<file path="src/verilog/rvPkg.sv">
package rvPkg;

    localparam int xlen = 32;

    // major opcodes, anything unknown decodes as OpOther
    typedef enum logic [6:0] {
        OpLui    = 7'b0110111,
        OpImm    = 7'b0010011,
        OpReg    = 7'b0110011,
        OpLoad   = 7'b0000011,
        OpStore  = 7'b0100011,
        OpBranch = 7'b1100011,
        OpJal    = 7'b1101111,
        OpOther  = 7'b0000000
    } opcodeT;

    typedef enum logic [2:0] {
        Beq  = 3'b000,
        Bne  = 3'b001,
        Blt  = 3'b100,
        Bge  = 3'b101,
        Bltu = 3'b110,
        Bgeu = 3'b111
    } branchT;

    typedef enum logic [3:0] {
        AluAdd,
        AluSub,
        AluAnd,
        AluOr,
        AluXor,
        AluSlt,
        AluSltu,
        AluPassB
    } aluOpT;

endpackage

</file>
<file path="src/verilog/branchCompare.sv">
`timescale 1ns/1ps

module branchCompare (
    input  logic                   branch,
    input  rvPkg::branchT          func3,
    input  logic [rvPkg::xlen-1:0] rs1,
    input  logic [rvPkg::xlen-1:0] rs2,
    output logic                   branchN
);

    always_comb begin
        branchN = 1'b0;
        if (branch) begin
            case (func3)
                rvPkg::Beq:  branchN = (rs1 == rs2);
                rvPkg::Bne:  branchN = (rs1 != rs2);
                rvPkg::Blt:  branchN = ($signed(rs1) < $signed(rs2));
                rvPkg::Bge:  branchN = ($signed(rs1) >= $signed(rs2));
                rvPkg::Bltu: branchN = (rs1 < rs2); // raw bit patterns
                rvPkg::Bgeu: branchN = (rs1 >= rs2);
                default:     branchN = 1'b0;
            endcase
        end
    end

endmodule

</file>
<file path="src/verilog/regFile.sv">
`timescale 1ns/1ps

module regFile (
    input  logic                   clk,
    input  logic                   rstN,
    input  logic [4:0]             rAddr1,
    input  logic [4:0]             rAddr2,
    input  logic [4:0]             wAddr,
    input  logic                   wEn,
    input  logic [rvPkg::xlen-1:0] wData,
    output logic [rvPkg::xlen-1:0] rData1,
    output logic [rvPkg::xlen-1:0] rData2
);

    logic [rvPkg::xlen-1:0] regs [32];

    always_ff @(posedge clk or negedge rstN) begin
        if (!rstN) begin
            for (int i = 0; i < 32; i++) begin
                regs[i] <= '0;
            end
        end else if (wEn && wAddr != 5'd0) begin // x0 never written
            regs[wAddr] <= wData;
        end
    end

    assign rData1 = regs[rAddr1];
    assign rData2 = regs[rAddr2];

endmodule

</file>
<file path="src/verilog/alu.sv">
`timescale 1ns/1ps

module alu (
    input  rvPkg::aluOpT           aluOp,
    input  logic [rvPkg::xlen-1:0] a,
    input  logic [rvPkg::xlen-1:0] b,
    output logic [rvPkg::xlen-1:0] y
);

    always_comb begin
        case (aluOp)
            rvPkg::AluAdd:   y = a + b;
            rvPkg::AluSub:   y = a - b;
            rvPkg::AluAnd:   y = a & b;
            rvPkg::AluOr:    y = a | b;
            rvPkg::AluXor:   y = a ^ b;
            rvPkg::AluSlt: begin
                y = '0;
                y[0] = ($signed(a) < $signed(b));
            end
            rvPkg::AluSltu: begin
                y = '0;
                y[0] = (a < b);
            end
            rvPkg::AluPassB: y = b; // lui
            default:         y = a + b;
        endcase
    end

endmodule

</file>
<file path="src/verilog/decoder.sv">
`timescale 1ns/1ps

module decoder (
    input  logic [rvPkg::xlen-1:0] instr,
    output rvPkg::opcodeT          opcode,
    output rvPkg::aluOpT           aluOp,
    output rvPkg::branchT          func3,
    output logic [4:0]             rd,
    output logic [4:0]             rs1Idx,
    output logic [4:0]             rs2Idx,
    output logic                   useImm,
    output logic [rvPkg::xlen-1:0] imm
);

    logic [rvPkg::xlen-1:0] immI, immS, immB, immU, immJ;

    assign immI = {{20{instr[31]}}, instr[31:20]};
    assign immS = {{20{instr[31]}}, instr[31:25], instr[11:7]};
    assign immB = {{19{instr[31]}}, instr[31], instr[7], instr[30:25], instr[11:8], 1'b0};
    assign immU = {instr[31:12], 12'b0};
    assign immJ = {{11{instr[31]}}, instr[31], instr[19:12], instr[20], instr[30:21], 1'b0};

    assign rd     = instr[11:7];
    assign rs1Idx = instr[19:15];
    assign rs2Idx = instr[24:20];
    assign func3  = rvPkg::branchT'(instr[14:12]);

    always_comb begin
        case (instr[6:0])
            rvPkg::OpLui, rvPkg::OpImm, rvPkg::OpReg, rvPkg::OpLoad,
            rvPkg::OpStore, rvPkg::OpBranch, rvPkg::OpJal:
                opcode = rvPkg::opcodeT'(instr[6:0]);
            default: opcode = rvPkg::OpOther; // runs as a no-op
        endcase
    end

    always_comb begin
        case (instr[14:12])
            3'b010:  aluOp = rvPkg::AluSlt;
            3'b011:  aluOp = rvPkg::AluSltu;
            3'b100:  aluOp = rvPkg::AluXor;
            3'b110:  aluOp = rvPkg::AluOr;
            3'b111:  aluOp = rvPkg::AluAnd;
            3'b000:  aluOp = (opcode == rvPkg::OpReg && instr[30]) ? rvPkg::AluSub : rvPkg::AluAdd;
            default: aluOp = rvPkg::AluAdd;
        endcase
        if (opcode == rvPkg::OpLui) begin
            aluOp = rvPkg::AluPassB;
        end else if (opcode != rvPkg::OpImm && opcode != rvPkg::OpReg) begin
            aluOp = rvPkg::AluAdd; // address add for lw/sw
        end
    end

    always_comb begin
        case (opcode)
            rvPkg::OpLui:    imm = immU;
            rvPkg::OpStore:  imm = immS;
            rvPkg::OpBranch: imm = immB;
            rvPkg::OpJal:    imm = immJ;
            default:         imm = immI;
        endcase
    end

    assign useImm = (opcode == rvPkg::OpImm) || (opcode == rvPkg::OpLoad) ||
                    (opcode == rvPkg::OpStore) || (opcode == rvPkg::OpLui);

endmodule

</file>
<file path="src/verilog/fetchUnit.sv">
`timescale 1ns/1ps

module fetchUnit #(
    parameter logic [31:0] resetPc   = 32'h0,
    parameter int          addrWidth = 12
) (
    input  logic                   clk,
    input  logic                   rstN,
    input  logic                   redirect,
    input  logic [rvPkg::xlen-1:0] redirectPc,
    input  logic                   instrTake,
    output logic                   instrValid,
    output logic [rvPkg::xlen-1:0] instr,
    output logic [rvPkg::xlen-1:0] instrPc,
    output logic                   fCyc,
    output logic                   fStb,
    output logic                   fWe,
    output logic [addrWidth-1:0]   fAdr,
    output logic [rvPkg::xlen-1:0] fDatW,
    output logic [3:0]             fSel,
    input  logic [rvPkg::xlen-1:0] fDatR,
    input  logic                   fAck
);

    logic [rvPkg::xlen-1:0] fetchPc; // next word to fetch
    logic [rvPkg::xlen-1:0] reqPc;   // word on the bus now
    logic                   stale;
    logic                   accept;

    assign accept = fCyc && fAck && !stale && !redirect;

    always_ff @(posedge clk or negedge rstN) begin
        if (!rstN) begin
            fetchPc    <= resetPc;
            reqPc      <= resetPc;
            fCyc       <= 1'b0;
            stale      <= 1'b0;
            instrValid <= 1'b0;
        end else begin
            if (instrTake) begin
                instrValid <= 1'b0;
            end
            if (fCyc && fAck) begin
                fCyc  <= 1'b0;
                stale <= 1'b0;
            end else if (!fCyc && !redirect && (!instrValid || instrTake)) begin
                fCyc  <= 1'b1;
                reqPc <= fetchPc;
            end
            if (accept) begin
                instrValid <= 1'b1;
                fetchPc    <= reqPc + 'd4;
            end
            if (redirect) begin
                fetchPc    <= redirectPc;
                instrValid <= 1'b0;
                if (fCyc && !fAck) begin
                    stale <= 1'b1; // drop this word when ack comes
                end
            end
        end
    end

    always_ff @(posedge clk) begin
        if (accept) begin
            instr   <= fDatR;
            instrPc <= reqPc;
        end
    end

    assign fStb  = fCyc;
    assign fWe   = 1'b0;
    assign fAdr  = reqPc[addrWidth-1:0];
    assign fDatW = '0;
    assign fSel  = 4'hf;

endmodule

</file>
<file path="src/verilog/loadStoreUnit.sv">
`timescale 1ns/1ps

module loadStoreUnit #(
    parameter int addrWidth = 12
) (
    input  logic                   clk,
    input  logic                   rstN,
    input  logic                   memReq,
    input  logic                   memWrite,
    input  logic [rvPkg::xlen-1:0] memAddr,
    input  logic [rvPkg::xlen-1:0] memWData,
    output logic                   memDone,
    output logic [rvPkg::xlen-1:0] memRData,
    output logic                   lCyc,
    output logic                   lStb,
    output logic                   lWe,
    output logic [addrWidth-1:0]   lAdr,
    output logic [rvPkg::xlen-1:0] lDatW,
    output logic [3:0]             lSel,
    input  logic [rvPkg::xlen-1:0] lDatR,
    input  logic                   lAck
);

    logic start;

    assign start = memReq && !lCyc;

    always_ff @(posedge clk or negedge rstN) begin
        if (!rstN) begin
            lCyc    <= 1'b0;
            lWe     <= 1'b0;
            memDone <= 1'b0;
        end else begin
            memDone <= 1'b0;
            if (lCyc && lAck) begin
                lCyc    <= 1'b0;
                memDone <= 1'b1;
            end else if (start) begin
                lCyc <= 1'b1;
                lWe  <= memWrite;
            end
        end
    end

    always_ff @(posedge clk) begin
        if (start) begin
            lAdr  <= memAddr[addrWidth-1:0];
            lDatW <= memWData;
        end
        if (lCyc && lAck) begin
            memRData <= lDatR; // harmless on stores
        end
    end

    assign lStb = lCyc;
    assign lSel = 4'hf; // words only

endmodule

</file>
<file path="src/verilog/busArbiter.sv">
`timescale 1ns/1ps

module busArbiter #(
    parameter int addrWidth = 12
) (
    input  logic                   clk,
    input  logic                   rstN,
    input  logic                   fCyc,
    input  logic                   fStb,
    input  logic                   fWe,
    input  logic [addrWidth-1:0]   fAdr,
    input  logic [rvPkg::xlen-1:0] fDatW,
    input  logic [3:0]             fSel,
    output logic [rvPkg::xlen-1:0] fDatR,
    output logic                   fAck,
    input  logic                   lCyc,
    input  logic                   lStb,
    input  logic                   lWe,
    input  logic [addrWidth-1:0]   lAdr,
    input  logic [rvPkg::xlen-1:0] lDatW,
    input  logic [3:0]             lSel,
    output logic [rvPkg::xlen-1:0] lDatR,
    output logic                   lAck,
    output logic                   cyc,
    output logic                   stb,
    output logic                   we,
    output logic [addrWidth-1:0]   adr,
    output logic [rvPkg::xlen-1:0] datW,
    output logic [3:0]             sel,
    input  logic [rvPkg::xlen-1:0] datR,
    input  logic                   ack
);

    logic busy;
    logic grantL; // current or last winner
    logic pickL;

    // on a tie the load/store side wins only if fetch won last time
    assign pickL = lCyc && (!fCyc || !grantL);

    always_ff @(posedge clk or negedge rstN) begin
        if (!rstN) begin
            busy   <= 1'b0;
            grantL <= 1'b0;
        end else if (busy) begin
            if (ack) begin
                busy <= 1'b0;
            end
        end else if (fCyc || lCyc) begin
            busy   <= 1'b1;
            grantL <= pickL;
        end
    end

    assign cyc  = busy && (grantL ? lCyc : fCyc);
    assign stb  = busy && (grantL ? lStb : fStb);
    assign we   = grantL ? lWe : fWe;
    assign adr  = grantL ? lAdr : fAdr;
    assign datW = grantL ? lDatW : fDatW;
    assign sel  = grantL ? lSel : fSel;

    assign fAck  = busy && !grantL && ack;
    assign lAck  = busy && grantL && ack;
    assign fDatR = grantL ? '0 : datR;
    assign lDatR = grantL ? datR : '0;

endmodule

</file>
<file path="src/verilog/coreSequencer.sv">
`timescale 1ns/1ps

module coreSequencer #(
    parameter logic [31:0] resetPc = 32'h0
) (
    input  logic                   clk,
    input  logic                   rstN,
    input  logic                   instrValid,
    input  logic [rvPkg::xlen-1:0] instr,
    input  logic [rvPkg::xlen-1:0] instrPc,
    output logic                   instrTake,
    output logic                   redirect,
    output logic [rvPkg::xlen-1:0] redirectPc,
    output logic [rvPkg::xlen-1:0] execInstr,
    input  rvPkg::opcodeT          opcode,
    input  logic [4:0]             rd,
    input  logic                   useImm,
    input  logic [rvPkg::xlen-1:0] imm,
    input  logic [rvPkg::xlen-1:0] rData2,
    input  logic [rvPkg::xlen-1:0] aluY,
    output logic [rvPkg::xlen-1:0] aluB,
    output logic                   branchEn,
    input  logic                   taken,
    output logic                   memReq,
    output logic                   memWrite,
    output logic [rvPkg::xlen-1:0] memAddr,
    output logic [rvPkg::xlen-1:0] memWData,
    input  logic                   memDone,
    input  logic [rvPkg::xlen-1:0] memRData,
    output logic                   wEn,
    output logic [4:0]             wAddr,
    output logic [rvPkg::xlen-1:0] wData,
    output logic                   halted
);

    typedef enum logic [2:0] {
        SFetch,
        SDecode,
        SExec,
        SMem,
        SWb,
        SHalt
    } stateT;

    stateT                  state;
    logic [rvPkg::xlen-1:0] pc;
    logic [rvPkg::xlen-1:0] result;
    logic                   jump;

    assign jump = (opcode == rvPkg::OpJal) && (imm != '0); // jal 0 halts instead

    assign instrTake  = (state == SFetch) && instrValid;
    assign branchEn   = (state == SExec) && (opcode == rvPkg::OpBranch);
    assign redirect   = (state == SExec) && (jump || (branchEn && taken));
    assign redirectPc = pc + imm;
    assign aluB       = useImm ? imm : rData2;

    assign memReq   = (state == SExec) &&
                      (opcode == rvPkg::OpLoad || opcode == rvPkg::OpStore);
    assign memWrite = (opcode == rvPkg::OpStore);
    assign memAddr  = aluY;
    assign memWData = rData2;

    assign wEn    = (state == SWb);
    assign wAddr  = rd;
    assign wData  = result;
    assign halted = (state == SHalt);

    always_ff @(posedge clk or negedge rstN) begin
        if (!rstN) begin
            state     <= SFetch;
            pc        <= resetPc;
            execInstr <= '0;
        end else begin
            case (state)
                SFetch: begin
                    if (instrValid) begin
                        execInstr <= instr;
                        pc        <= instrPc;
                        state     <= SDecode;
                    end
                end
                SDecode: state <= SExec;
                SExec: begin
                    case (opcode)
                        rvPkg::OpLui, rvPkg::OpImm, rvPkg::OpReg: state <= SWb;
                        rvPkg::OpLoad, rvPkg::OpStore:            state <= SMem;
                        rvPkg::OpJal:   state <= jump ? SWb : SHalt;
                        default:        state <= SFetch; // branches and no-ops
                    endcase
                end
                SMem: begin
                    if (memDone) begin
                        state <= memWrite ? SFetch : SWb;
                    end
                end
                SWb:     state <= SFetch;
                default: state <= SHalt;
            endcase
        end
    end

    always_ff @(posedge clk) begin
        if (state == SExec) begin
            result <= (opcode == rvPkg::OpJal) ? pc + 'd4 : aluY; // link or alu
        end else if (state == SMem && memDone) begin
            result <= memRData;
        end
    end

endmodule

</file>
<file path="src/verilog/rvCoreTop.sv">
`timescale 1ns/1ps

module rvCoreTop #(
    parameter logic [31:0] resetPc   = 32'h0,
    parameter int          addrWidth = 12
) (
    input  logic                   clk,
    input  logic                   rstN,
    output logic                   cyc,
    output logic                   stb,
    output logic                   we,
    output logic [addrWidth-1:0]   adr,
    output logic [rvPkg::xlen-1:0] datW,
    output logic [3:0]             sel,
    input  logic [rvPkg::xlen-1:0] datR,
    input  logic                   ack,
    output logic                   halted
);

    // fetch side
    logic                   instrValid, instrTake, redirect;
    logic [rvPkg::xlen-1:0] instr, instrPc, redirectPc;
    logic                   fCyc, fStb, fWe, fAck;
    logic [addrWidth-1:0]   fAdr;
    logic [rvPkg::xlen-1:0] fDatW, fDatR;
    logic [3:0]             fSel;

    // load/store side
    logic                   memReq, memWrite, memDone;
    logic [rvPkg::xlen-1:0] memAddr, memWData, memRData;
    logic                   lCyc, lStb, lWe, lAck;
    logic [addrWidth-1:0]   lAdr;
    logic [rvPkg::xlen-1:0] lDatW, lDatR;
    logic [3:0]             lSel;

    // decode and execute
    logic [rvPkg::xlen-1:0] execInstr, imm, rData1, rData2, aluB, aluY, wData;
    rvPkg::opcodeT          opcode;
    rvPkg::aluOpT           aluOp;
    rvPkg::branchT          func3;
    logic [4:0]             rd, rs1Idx, rs2Idx, wAddr;
    logic                   useImm, wEn, branchEn, taken;

    fetchUnit #(.resetPc(resetPc), .addrWidth(addrWidth)) uFetch (.*);

    loadStoreUnit #(.addrWidth(addrWidth)) uLsu (.*);

    busArbiter #(.addrWidth(addrWidth)) uArb (.*);

    coreSequencer #(.resetPc(resetPc)) uSeq (.*);

    decoder uDec (
        .instr(execInstr),
        .*
    );

    regFile uRegs (
        .clk(clk), .rstN(rstN),
        .rAddr1(rs1Idx), .rAddr2(rs2Idx),
        .wAddr(wAddr), .wEn(wEn), .wData(wData),
        .rData1(rData1), .rData2(rData2)
    );

    alu uAlu (
        .aluOp(aluOp),
        .a(rData1),
        .b(aluB),
        .y(aluY)
    );

    branchCompare uBranch (
        .branch(branchEn),
        .func3(func3),
        .rs1(rData1),
        .rs2(rData2),
        .branchN(taken)
    );

endmodule

</file>
<file path="config.mk">
export PLATFORM = sky130hd
export DESIGN_NAME = rvCoreTop
export DESIGN_NICKNAME = d
export VERILOG_FILES = /design/src/verilog/rvPkg.sv /design/src/verilog/branchCompare.sv /design/src/verilog/regFile.sv /design/src/verilog/alu.sv /design/src/verilog/decoder.sv /design/src/verilog/fetchUnit.sv /design/src/verilog/loadStoreUnit.sv /design/src/verilog/busArbiter.sv /design/src/verilog/coreSequencer.sv /design/src/verilog/rvCoreTop.sv
export SDC_FILE = /design/constraint.sdc
export NUM_CORES = 2
export LEC_CHECK = 0
export BUFFER_PORTS_ARGS = -buffer_cell sky130_fd_sc_hd__clkbuf_2
export CAP_MARGIN = 20
export CORE_MARGIN = 2
export CORE_UTILIZATION = 69
export CTS_CLUSTER_DIAMETER = 120
export DETAILED_ROUTE_END_ITERATION = 6
export HOLD_SLACK_MARGIN = 0.15
export PLACE_DENSITY = 0.86
export SYNTH_ARGS = -nofsm -noshare
export SYNTH_HDL_FRONTEND = slang
export SYNTH_SLANG_ARGS = --single-unit
</file>
<file path="constraint.sdc">
create_clock -name clk -period 13.3 [get_ports clk]
set_clock_uncertainty 0.2 [all_clocks]
set_input_delay 0.665 -clock clk [delete_from_list [all_inputs] [get_ports clk]]
set_output_delay 0.665 -clock clk [all_outputs]
set_load 0.02 [all_outputs]
</file>
==> results.py <==
metrics = {
    "status": {
        "status": "finished, violations left",
        "violations": "design-rule violations",
    },
    "grt": {
        "grt_use_total": 0.434,
        "overflow": 0,
        "grt_max_degree": 186,
        "antenna_found_initial": 9,
        "grt_pass1_wl_um": 352000,
        "grt_pass1_vias": 53153,
    },
    "setup_path": {
        "cp_max_fo": 86,
        "slowest_delay_ps": 1070,
        "reg2reg_to": "uFetch.reqPc[29]",
        "cp-end-kind": "flip-flop",
        "worstPathArrival_ps": 8960,
        "worstSetupPathType": "flip-flop to flip-flop",
        "reg2reg_from": "uSeq.execInstr[15]",
        "cp_cell_sequence": "buf_12 > mux4_2 > mux4_2 > mux2i_1 > inv_1 > ha_1 > nand3_1 > or4_1 > nor4_1 > o21ai_1 > o22ai_1 > or3_1 > mux2i_1 > a311oi_1 > a31o_2 > buf_4 > or3_2 > mux2_4",
        "cp-start-kind": "flip-flop",
        "slowest_stage": "dfrtp_4",
        "crit_required_ps": 13750,
        "path_delay_family": "simple AND/OR/NAND/NOR gates",
        "ff2ff_path_depth": 18,
        "worst-path-buf-inv": 3,
        "ff2ff_setup_slack_ps": 4790,
    },
    "power_and_ir_drop": {
        "power.switching_w": 0.00640,
        "pwr-share-seq": 0.360,
        "p_int_w": 0.00943,
        "leakage_nw": 36.9,
        "ir_worst_vdd_mv": 0.160,
        "pwr-share-clk": 0.254,
        "p_per_area_nw_per_um2": 193,
        "power_w": 0.0158,
        "swShare": 0.404,
        "pwr-share-comb": 0.386,
    },
    "logic_synthesis": {
        "synth-edff-count": 172,
        "synth_cell_types": 97,
        "yosysSeqAreaShare": 0.454,
        "async_reset_ff_frac": 0.871,
        "ys_ff_latch": 1335,
        "ys.flop_type": "dfrtp_1",
        "netlist_area_um2": 75500,
        "synth_cells": 5548,
        "syn_avg_cell_area_um2": 13.6,
        "yosysWarnings": 0,
    },
    "cts": {
        "clkTransAtPathRegs_ps": 60,
        "cts_buffer_depth": 3,
        "post_cts_buffers": 0,
        "root_buffer": "clkbuf_16",
        "htreeDepth": 4,
        "clock_latency_ps": 790,
        "cts_tree": "yes",
        "numCtsBuffers": 141,
        "cts_hold_buf": 34,
        "ctsResizeCount": 0,
        "clkSinkCount": 1335,
    },
    "die": {
        "die_h_um": 335,
        "design.core.area_um2": 109000,
        "die_x_um": 335,
        "row_count": 121,
        "start_util": 0.694,
        "dieArea_um2": 112000,
        "ios": 87,
    },
    "final_layout": {
        "final_cells": 6955,
        "fin_nets": 5613,
        "finalInstanceArea_um2": 82000,
        "syn2layout_area_growth_pct": 8.66,
        "final_layout_size_suffix_gt1_frac": 0.400,
    },
    "place": {
        "gp_congestion": 1.03,
        "post-dp-hpwl_um": 140000,
        "placed_cells": 6648,
        "port_buffers": 82,
        "post_dp_cell_area_um2": 76800,
        "dp_slack_ps": 4930,
    },
    "timing": {
        "fin_setup_tns_ps": 0,
        "slew_viol_final": 0,
        "rsz0062_at_grt": "no",
        "max_freq_mhz": 118,
        "finalCriticalPeriod_ps": 8510,
        "relSlewSlack": 0.210,
        "setup_slack_ps": 4790,
        "fin_crit_sh": 0.640,
        "finalSetupViolCount": 0,
        "finalHoldViolCount": 0,
        "tightest_slew_ps": 1180,
    },
    "routing": {
        "dr_total_vias": 52497,
        "wl_um": 240000,
        "drt_iter0_markers": 7545,
        "wire_per_inst_um": 34.5,
        "ant_nets": 0,
        "route.detailed.drc": 21,
        "avgViaCountPerCell": 7.55,
        "dr.pass1.iters": 7,
    },
    "worst_hold_path": {
        "min_to": "uRegs.regs[997]",
        "min_from": "uRegs.regs[997]",
        "worstHoldPathType": "flip-flop to flip-flop",
        "holdPathStages": 0,
    },
    "run": {
        "maxCapViolCount": 0,
    },
}
## cell families (layout without fill, tap and decap cells)
family | after synthesis | in the layout | synth area share
fa+ha+maj | 160 | 160 | 0.0268
flops | 1335 | 1335 | 0.454
xor+xnor | 99 | 99 | 0.0115
simple gates | 829 | 829 | 0.0541
other cells | 1 | 9 | 0.0000497
buf+inv | 637 | 622 | 0.0327
mux | 1836 | 1836 | 0.364
compound gates | 651 | 651 | 0.0564
## worst max-delay path by stage
stage,startpoint,endpoint,slack [ps],cells past startpoint
CTS,uSeq.execInstr[15],uFetch.reqPc[2],4900,18
finish,uSeq.execInstr[15],uFetch.reqPc[29],4790,18
detailed placement,uSeq.execInstr[15],uFetch.reqPc[2],4930,18
floorplan,uSeq.execInstr[15],uFetch.instrPc[0],4290,22
global route,uSeq.execInstr[15],uFetch.reqPc[13],4400,18
global placement,uSeq.execInstr[15],uFetch.reqPc[2],5010,18
## stage by stage
step / hold slack, ps / util
global route: 208 / 0.754
global placement: 177 / 0.706
floorplan: 169 / -
CTS: 198 / 0.753
detailed placement: 184 / 0.706
finish: 196 / 0.754
## sequential cells by signal, summed over array words and instances, names as in the netlist, 3 cells and up, named ones only
register	flops
uFetch.fetchPc	32
uSeq.execInstr	32
uLsu.lDatW	32
uRegs.regs	1024
uFetch.instrPc	32
uSeq.state	3
uSeq.wData	32
uFetch.reqPc	32
uLsu.lAdr	12
uFetch.instr	32
uLsu.memRData	32
uSeq.pc	32
## area by class of cell
cell class	instances	area [um^2]
Timing Repair Buffer	224	1760
Clock inverter	53	598
Sequential cell	1335	34300
Clock buffer	208	4120
Fill cell	6297	26700
Tap cell	1414	1770
Multi-Input combinational cell	3579	38900
Inverter	137	514
Antenna cell	5	12.5
## Yosys cell counts, types with 8 or more instances
cell	instances	area [um^2]
a211oi_1	23	173
a21boi_0	12	90.1
a21o_1	33	248
a21oi_1	181	906
a221oi_1	19	166
a22o_1	8	70.1
a22oi_1	27	203
a31oi_1	19	119
and2_1	85	532
and3_1	28	175
buf_1	146	548
buf_2	9	45.0
buf_4	10	75.1
clkbuf_1	331	1240
dfrtp_1	1163	29100
edfxtp_1	172	5160
ha_1	157	1960
inv_1	136	510
mux2_2	1080	12200
mux2_4	29	435
mux2i_1	114	1140
mux4_2	608	13700
nand2_1	232	871
nand2b_1	32	200
nand3_1	57	285
nand4_1	24	150
nor2_1	191	717
nor2b_1	55	344
nor3_1	49	245
nor4_1	10	62.6
o2111ai_1	14	123
o211ai_1	14	105
o21a_1	26	195
o21ai_0	132	661
o21ai_1	13	65.1
o21bai_1	20	150
o221ai_1	9	78.8
o22ai_1	11	68.8
o31ai_1	18	135
or2_2	8	50.1
or3_1	22	138
or4_1	8	60.1
xnor2_1	59	517
xor2_1	40	350
## metal layers
metal	global-route usage	wire length [um]
met3	0.143	30600
met5	0	62
met4	0.274	17300
met1	0.575	86300
met2	0.625	106000
## power by group through the flow
stage                     clock network (W)  logic, W  registers [W]
final                               0.00402   0.00612        0.00570
after global routing                0.00419   0.00642        0.00576
after CTS                           0.00403   0.00592        0.00567
after detailed placement                  0   0.00587        0.00572
after global placement                    0   0.00580        0.00569
after floorplan                           0   0.00475        0.00495
## layout by cell type, fill, tap and decap left out, types with 23 or more instances in the layout
cell	count
o21a_1	26
nand4_1	24
nand2b_1	31
a22oi_1	27
nand3_1	56
mux2i_1	114
a21o_1	33
inv_1	136
and3_1	26
dfrtp_1	1152
clkbuf_1	35
edfxtp_1	172
ha_1	157
mux2_2	1080
clkbuf_2	81
nand2_1	217
a211oi_1	23
mux2_4	29
o21ai_0	132
dlygate4sd3_1	34
nor2b_1	55
and2_1	84
xor2_1	40
clkbuf_8	30
clkbuf_16	143
xnor2_1	59
a21oi_1	181
buf_4	93
mux4_2	608
nor3_1	40
nor2_1	181
Note: power is estimated with default switching activity, not from simulation.
